--- config.mk ---
export PLATFORM = sky130hd
export DESIGN_NAME = bbframe_timing_top
export DESIGN_NICKNAME = d
export VERILOG_FILES = /design/src/rtl/bbframe_pkg.sv /design/src/rtl/bbframe_timing_top.sv /design/src/rtl/frame_slot_counter.sv /design/src/rtl/modcod_decode.sv /design/src/rtl/slot_window_gen.sv
export SDC_FILE = /design/constraint.sdc
export NUM_CORES = 1
export LEC_CHECK = 0
export BUFFER_PORTS_ARGS = -buffer_cell sky130_fd_sc_hd__buf_2
export CORE_ASPECT_RATIO = 2
export CORE_MARGIN = 2
export CORE_UTILIZATION = 40
export DETAILED_ROUTE_END_ITERATION = 8
export PLACE_DENSITY = 0.56
export SKIP_LAST_GASP = 1
export SYNTH_ARGS = -nofsm -noshare
export SYNTH_HDL_FRONTEND = slang
export SYNTH_SLANG_ARGS = --single-unit
--- constraint.sdc ---
create_clock -name sys_clk -period 3.7 [get_ports sys_clk]
set_input_delay 1.11 -clock sys_clk [delete_from_list [all_inputs] [get_ports sys_clk]]
set_output_delay 1.11 -clock sys_clk [all_outputs]
set_load 0.1 [all_outputs]
--- src/rtl/bbframe_pkg.sv ---
`default_nettype none

package bbframe_pkg;

	////////////////////
	// widths
	////////////////////

	// slot index or count inside one PL frame, longest frame is 33282 slots
	typedef logic [15:0] slot_t;

	// byte count inside one BBFRAME
	typedef logic [12:0] bytes_t;

	////////////////////
	// standard constants
	////////////////////

	// BBFRAME header bytes on top of the TS payload
	localparam int BBHDR_BYTES = 10;

	// MPEG TS packet length
	localparam int TS_PKT_BYTES = 188;

	// valid code rates per frame size
	localparam int NUM_RATES_NORMAL = 11;
	localparam int NUM_RATES_SHORT  = 10;

	////////////////////
	// length tables
	////////////////////

	// Kbch in bytes, normal frame, by code rate
	localparam bytes_t KBCH_NORMAL [NUM_RATES_NORMAL] = '{
		13'd2001, 13'd2676, 13'd3216, 13'd4026,
		13'd4836, 13'd5380, 13'd6051, 13'd6456,
		13'd6730, 13'd7184, 13'd7274
	};

	// Kbch in bytes, short frame, by code rate
	localparam bytes_t KBCH_SHORT [NUM_RATES_SHORT] = '{
		13'd384,  13'd654,  13'd789,  13'd879,
		13'd1194, 13'd1329, 13'd1464, 13'd1554,
		13'd1644, 13'd1779
	};

	// PL frame length in slots
	// index is {frame_short, pilot_on, constellation}
	// constellation 0..3 is QPSK, 8PSK, 16APSK, 32APSK
	localparam slot_t PLFRAME_LEN [16] = '{
		// normal, no pilots
		16'd32490, 16'd21690, 16'd16290, 16'd13050,
		// normal, pilots
		16'd33282, 16'd22194, 16'd16686, 16'd13338,
		// short, no pilots
		16'd8190,  16'd5490,  16'd4140,  16'd3330,
		// short, pilots
		16'd8370,  16'd5598,  16'd4212,  16'd3402
	};

endpackage

`default_nettype wire

--- src/rtl/bbframe_timing_top.sv ---
`timescale 1ns/100ps
`default_nettype none

module bbframe_timing_top import bbframe_pkg::*; #(
	parameter int PKT_BYTES = TS_PKT_BYTES
) (
	input  logic       sys_clk,
	input  logic       glb_rst_n,
	input  logic       frame_short,
	input  logic [3:0] code_rate,
	input  logic       pilot_on,
	input  logic [1:0] constellation,
	input  logic       sym_stb,
	output logic       frame_start,
	output logic       bbframe_vld,
	output logic       ts_rd_vld,
	output logic       ts_rd_head
);

	// decoded lengths
	slot_t  frame_len;
	bytes_t kbch_len;
	bytes_t ts_len;

	// per-slot info for the window stage
	logic   slot_stb;
	slot_t  slot_idx;
	bytes_t cur_kbch;
	bytes_t cur_ts;

	////////////////////
	// stages
	////////////////////

	// MODCOD to lengths, one cycle
	modcod_decode modcod_decode_i (
		.sys_clk       (sys_clk),
		.glb_rst_n     (glb_rst_n),
		.frame_short   (frame_short),
		.code_rate     (code_rate),
		.pilot_on      (pilot_on),
		.constellation (constellation),
		.frame_len     (frame_len),
		.kbch_len      (kbch_len),
		.ts_len        (ts_len)
	);

	// strobe to slot, one cycle
	frame_slot_counter frame_slot_counter_i (
		.sys_clk   (sys_clk),
		.glb_rst_n (glb_rst_n),
		.sym_stb   (sym_stb),
		.frame_len (frame_len),
		.kbch_len  (kbch_len),
		.ts_len    (ts_len),
		.slot_stb  (slot_stb),
		.slot_idx  (slot_idx),
		.cur_kbch  (cur_kbch),
		.cur_ts    (cur_ts)
	);

	// slot to output flags, one cycle
	slot_window_gen #(
		.PKT_BYTES (PKT_BYTES)
	) slot_window_gen_i (
		.sys_clk     (sys_clk),
		.glb_rst_n   (glb_rst_n),
		.slot_stb    (slot_stb),
		.slot_idx    (slot_idx),
		.cur_kbch    (cur_kbch),
		.cur_ts      (cur_ts),
		.frame_start (frame_start),
		.bbframe_vld (bbframe_vld),
		.ts_rd_vld   (ts_rd_vld),
		.ts_rd_head  (ts_rd_head)
	);

endmodule

`default_nettype wire

--- src/rtl/frame_slot_counter.sv ---
`timescale 1ns/100ps
`default_nettype none

module frame_slot_counter import bbframe_pkg::*; (
	input  logic   sys_clk,
	input  logic   glb_rst_n,
	input  logic   sym_stb,
	input  slot_t  frame_len,
	input  bytes_t kbch_len,
	input  bytes_t ts_len,
	output logic   slot_stb,
	output slot_t  slot_idx,
	output bytes_t cur_kbch,
	output bytes_t cur_ts
);

	// slot taken by the next strobe
	slot_t next_slot;
	// frame length held for the running frame
	slot_t frame_len_q;
	// length in force for the slot being issued
	slot_t len_now;
	slot_t slot_inc;
	logic  at_start;

	////////////////////
	// next slot
	////////////////////

	always_comb begin
		at_start = (next_slot == '0);
		// slot 0 already sees the new frame length
		len_now  = at_start ? frame_len : frame_len_q;
		slot_inc = next_slot + 16'd1;
	end

	////////////////////
	// slot register
	////////////////////

	always_ff @(posedge sys_clk or negedge glb_rst_n) begin
		if (!glb_rst_n) begin
			next_slot   <= '0;
			frame_len_q <= '0;
			cur_kbch    <= '0;
			cur_ts      <= '0;
			slot_stb    <= 1'b0;
			slot_idx    <= '0;
		end else begin
			// one strobe per cycle at most, pass it on
			slot_stb <= sym_stb;
			if (sym_stb) begin
				slot_idx <= next_slot;
				// wrap after the last slot of the frame
				if (slot_inc >= len_now) begin
					next_slot <= '0;
				end else begin
					next_slot <= slot_inc;
				end
				// all three lengths latched together at frame start
				if (at_start) begin
					frame_len_q <= frame_len;
					cur_kbch    <= kbch_len;
					cur_ts      <= ts_len;
				end
			end
		end
	end

	// issued slot stays inside the latched frame
	a_slot_range: assert property (@(posedge sys_clk) disable iff (!glb_rst_n)
		(slot_stb && frame_len_q != '0) |-> (slot_idx < frame_len_q));

endmodule

`default_nettype wire

--- src/rtl/modcod_decode.sv ---
`timescale 1ns/100ps
`default_nettype none

module modcod_decode import bbframe_pkg::*; (
	input  logic       sys_clk,
	input  logic       glb_rst_n,
	input  logic       frame_short,
	input  logic [3:0] code_rate,
	input  logic       pilot_on,
	input  logic [1:0] constellation,
	output slot_t      frame_len,
	output bytes_t     kbch_len,
	output bytes_t     ts_len
);

	logic   rate_ok;
	bytes_t kbch_nxt;
	slot_t  pl_nxt;

	////////////////////
	// table lookup
	////////////////////

	always_comb begin
		// code rate range depends on frame size
		if (frame_short) begin
			rate_ok = (code_rate < NUM_RATES_SHORT);
		end else begin
			rate_ok = (code_rate < NUM_RATES_NORMAL);
		end
		// bad rate -> no BBFRAME at all
		kbch_nxt = '0;
		if (rate_ok && frame_short) begin
			kbch_nxt = KBCH_SHORT[code_rate];
		end else if (rate_ok) begin
			kbch_nxt = KBCH_NORMAL[code_rate];
		end
		// PL length is always defined
		pl_nxt = PLFRAME_LEN[{frame_short, pilot_on, constellation}];
	end

	////////////////////
	// output registers
	////////////////////

	always_ff @(posedge sys_clk or negedge glb_rst_n) begin
		if (!glb_rst_n) begin
			frame_len <= '0;
			kbch_len  <= '0;
			ts_len    <= '0;
		end else begin
			frame_len <= pl_nxt;
			kbch_len  <= kbch_nxt;
			// TS payload is Kbch less the header
			ts_len    <= (kbch_nxt != '0) ? kbch_nxt - bytes_t'(BBHDR_BYTES) : '0;
		end
	end

	// BBFRAME window must fit inside the PL frame
	a_kbch_fits: assert property (@(posedge sys_clk) disable iff (!glb_rst_n)
		(kbch_len != '0) |-> (slot_t'(kbch_len) < frame_len));

endmodule

`default_nettype wire

--- src/rtl/slot_window_gen.sv ---
`timescale 1ns/100ps
`default_nettype none

module slot_window_gen import bbframe_pkg::*; #(
	parameter int PKT_BYTES = TS_PKT_BYTES
) (
	input  logic   sys_clk,
	input  logic   glb_rst_n,
	input  logic   slot_stb,
	input  slot_t  slot_idx,
	input  bytes_t cur_kbch,
	input  bytes_t cur_ts,
	output logic   frame_start,
	output logic   bbframe_vld,
	output logic   ts_rd_vld,
	output logic   ts_rd_head
);

	// packet byte counter width, at least one bit
	localparam int CNT_W = (PKT_BYTES > 1) ? $clog2(PKT_BYTES) : 1;

	logic             in_bb;
	logic             in_ts;
	logic             pkt_last;
	logic [CNT_W-1:0] pkt_cnt;

	////////////////////
	// window compare
	////////////////////

	always_comb begin
		// both windows open at slot 1
		in_bb    = (slot_idx != '0) && (slot_idx <= slot_t'(cur_kbch));
		in_ts    = (slot_idx != '0) && (slot_idx <= slot_t'(cur_ts));
		pkt_last = (pkt_cnt == CNT_W'(PKT_BYTES - 1));
	end

	////////////////////
	// output flags
	////////////////////

	always_ff @(posedge sys_clk or negedge glb_rst_n) begin
		if (!glb_rst_n) begin
			frame_start <= 1'b0;
			bbframe_vld <= 1'b0;
			ts_rd_vld   <= 1'b0;
			ts_rd_head  <= 1'b0;
			pkt_cnt     <= '0;
		end else begin
			// flags only live in strobed cycles
			frame_start <= slot_stb && (slot_idx == '0);
			bbframe_vld <= slot_stb && in_bb;
			ts_rd_vld   <= slot_stb && in_ts;
			// head on read 0, PKT_BYTES, 2*PKT_BYTES ...
			ts_rd_head  <= slot_stb && in_ts && (pkt_cnt == '0);
			// runs across frames, never cleared at frame start
			if (slot_stb && in_ts) begin
				pkt_cnt <= pkt_last ? '0 : pkt_cnt + 1'b1;
			end
		end
	end

	// TS payload sits inside the BBFRAME window
	a_ts_in_bb: assert property (@(posedge sys_clk) disable iff (!glb_rst_n)
		ts_rd_vld |-> bbframe_vld);

endmodule

`default_nettype wire

==> impl_metrics.csv <==
group,metric,value,unit
status,outcome,"complete, no violations",
timing,worst_slack,0.358,ns
floorplan,core,18200,µm²
logic_synthesis,yosys_warnings,0,
logic_synthesis,synth-compound-area-share,0.137,
setup_path,cp.arrival,3.67,ns
cells_and_area,seq_area,3200,µm²
timing,tns,0,ns
cells_and_area,multi_input_area,3760,µm²
grt,grt_max_degree,75,
cells_and_area,final_core_util,0.461,
job,maxCapViolCount,0,
routing,viasPerCell,5.54,
routing,drc,0,
routing,drt-total-wl,17.6,mm
logic_synthesis,synth.area.top_cells,"dfrtp_1, ha_1, mux2_2, inv_1, o21ai_0",
clock_tree,numCtsBuffers,17,
timing,maxSlewHeadroom,0.429,
power,power_density,762,nW/µm²
timing,clock-skew-final,0.00825,ns
timing,setup_violations,0,
logic_synthesis,yosys.area.top_type,"dfrtp_1",
logic_synthesis,synth_cells,724,
cells_and_area,fillers,1740,
power,peakVddDrop,0.265,mV
place,placed_area,7810,µm²
cells_and_area,antenna_cells,0,
setup_path,end_kind,"flop",
routing,drtIter0Drc,194,
logic_synthesis,ys_top_cells_by_count,"dfrtp_1, inv_1, ha_1",
routing,dr.pass1.iters,4,
logic_synthesis,ys_seq_area_frac,0.435,
logic_synthesis,ys_async_sr_fraction,1.00,
floorplan,row_count,70,
cells_and_area,post-route-cell-area,8390,µm²
place,port_buffers,14,
logic_synthesis,synth_top_family_by_area,"compound AO/OA/AOI/OAI gates",
logic_synthesis,synth_flop_cell,"dfrtp_1",
cells_and_area,syn_to_final_growth,13.8,%
logic_synthesis,synthMuxAreaShare,0.124,
timing,finalCriticalPeriod,3.34,ns
logic_synthesis,ys_types,63,
floorplan,die_h,196,µm
grt,grt.overflow.total,0,
clock_tree,post-cts-setup-buffers,0,
clock_tree,insertion_delay,0.42,ns
min_path,hold_path.class,"reg -> reg",
floorplan,initial_core_util,0.405,
place,dp_hpwl,13.8,mm
grt,track_usage,0.191,
logic_synthesis,synthesis.area,7370,µm²
timing,slew_violations,0,
cells_and_area,drive_gt1_frac,0.201,
logic_synthesis,yosys.area.top_type_share,0.435,
timing,max_freq,299,MHz
setup_path,setup.worst_path.class,"reg -> reg",
routing,wl_per_cell,17.9,µm
setup_path,cp-start-kind,"flop",
power,p_leak,4.05,nW
timing,worstMarginPinSlew,0.848,ns
logic_synthesis,synth_edf_count,0,
place,gp_congestion,0.884,
cells_and_area,final_nets,831,
floorplan,dieArea,19600,µm²
place,dp.cells,954,
floorplan,fp.dieW,100,µm
clock_tree,cts-root-buf,"clkbuf_16",
clock_tree,cts_htree_levels,4,
logic_synthesis,synth_xor_xnor_area_share,0.0154,
routing,via_count,5467,
cells_and_area,final_cell_count_no_fill,986,
setup_path,crit_fanout,17,
place,place_ws,0.0684,ns
grt,antenna_found_initial,0,
clock_tree,cts.sinks,128,
logic_synthesis,synthSimpleGateAreaFrac,0.126,
routing,drtAntennaViolNets,0,
logic_synthesis,synth.most_common_cell,"dfrtp_1",
clock_tree,clk_path_buf_depth,2,
timing,finalHoldViolations,0,
logic_synthesis,syn_nets,798,
logic_synthesis,syn_avg_cell_area,10.2,µm²
timing,fin_crit_sh,0.903,
setup_path,worstPathRequired,4.02,ns
floorplan,ios,15,
clock_tree,path_clk_slew,0.06,ns
logic_synthesis,yosys.area_share.adder,0.107,
grt,grt_pass1_wl,29.1,mm
logic_synthesis,ys_ff_latch,128,
grt,grt_pass1_vias,5797,
timing,rsz0062_at_grt,"no",
clock_tree,cts_tree,"yes",
[area by class of cell]
class | instances | area share
Clock inverter | 13 | 0.0164
Timing Repair Buffer | 45 | 0.0379
Clock buffer | 19 | 0.0528
Sequential cell | 128 | 0.382
Tap cell | 216 | 0.0322
Inverter | 70 | 0.0313
Multi-Input combinational cell | 495 | 0.448
[worst max-delay path: stages, from the launching register on]
cell and delay [ns]:
dfrtp_1 0.40, buf_4 0.16, inv_1 0.07, ha_1 0.13, nor4b_1 0.26, nand4_1 0.13, buf_4 0.25, mux2i_1 0.22
ha_1 0.27, a211o_1 0.26, a21oi_1 0.11, o21ai_0 0.14, a2111oi_2 0.37, buf_4 0.26, o221ai_1 0.12, o21ai_0 0.10
[metrics by stage]
stage / total power [mW] / hold WS (ns)
floorplan: 4.01 / 0.444
global placement: 4.69 / 0.462
detailed placement: 4.79 / 0.463
CTS: 6.46 / 0.477
global route: 6.85 / 0.489
finish: 6.39 / 0.479
[final timing paths]
| kind | start | endpoint | slack, ns | cells past startpoint |
|---|---|---|---|---|
| min | modcod_decode_i.kbch_len[8] | frame_slot_counter_i.cur_kbch[8] | 0.48 | 1 |
| min in group asynchronous | glb_rst_n | slot_window_gen_i.ts_rd_head | 0.70 | 1 |
| min reg2reg | modcod_decode_i.kbch_len[8] | frame_slot_counter_i.cur_kbch[8] | 0.48 | 1 |
| max in group asynchronous | glb_rst_n | modcod_decode_i.kbch_len[6] | 2.08 | 3 |
| max reg2reg | frame_slot_counter_i.next_slot[1] | frame_slot_counter_i.next_slot[6] | 0.36 | 15 |
| max | frame_slot_counter_i.next_slot[1] | frame_slot_counter_i.next_slot[6] | 0.36 | 15 |
[cells by family after synthesis]
| logic type | Yosys count |
|---|---|
| simple gates | 181 |
| compound gates | 156 |
| flops | 128 |
| buf+inv | 101 |
| mux | 82 |
| fa+ha+maj | 63 |
| xor+xnor | 13 |
[sequential cells by signal (all words and copies together), names as in the netlist]
| register | count |
|---|---|
| frame_slot_counter_i.cur_kbch | 13 |
| frame_slot_counter_i.cur_ts | 13 |
| frame_slot_counter_i.frame_len_q | 16 |
| frame_slot_counter_i.next_slot | 16 |
| frame_slot_counter_i.slot_idx | 16 |
| frame_slot_counter_i.slot_stb | 1 |
| modcod_decode_i.frame_len | 15 |
| modcod_decode_i.kbch_len | 13 |
| modcod_decode_i.ts_len | 13 |
| slot_window_gen_i.bbframe_vld | 1 |
| slot_window_gen_i.frame_start | 1 |
| slot_window_gen_i.pkt_cnt | 8 |
| slot_window_gen_i.ts_rd_head | 1 |
| slot_window_gen_i.ts_rd_vld | 1 |
[per-layer routing]
metal / part of all wire / wire (µm) / global-route usage
met5: 0 / 0 / 0
met4: 0.033 / 587 / 0.0913
met3: 0.021 / 374 / 0.0306
met2: 0.58 / 10200 / 0.370
met1: 0.37 / 6430 / 0.191
[layout by cell type (no fill, tap or decap), drive strengths merged, types with 4 or more instances in the layout]
cell type and count:
or3 4, and3 7, and2 5, o21a 5
o31ai 5, mux2 62, or4 5, nor3b 4
a21o 6, o22ai 9, buf 45, clkbuf 19
nor2b 10, o41ai 4, clkinv 7, mux2i 19
nand3 15, nand4 8, nand2b 7, or2 6
inv 71, nor2 47, dfrtp 128, o221ai 5
a21oi 38, nor3 17, a211oi 4, o21ai 45
ha 63, a211o 5, o211ai 11, xnor2 11
nor4 11, nand2 29
[report_power, final]
part / leakage, nW / internal (mW) / total (mW) / switching (mW)
logic: 2.15 / 1.18 / 2.63 / 1.45
registers: 1.63 / 1.81 / 2.14 / 0.330
clock network: 0.280 / 1.01 / 1.62 / 0.612
[repair_timing]
action                                  4_1_cts  5_1_grt
gates resized for setup                       0        1
endpoints found under the setup margin        0        6
hold buffers                                  0        0
Power figures use the tool's default switching activity.
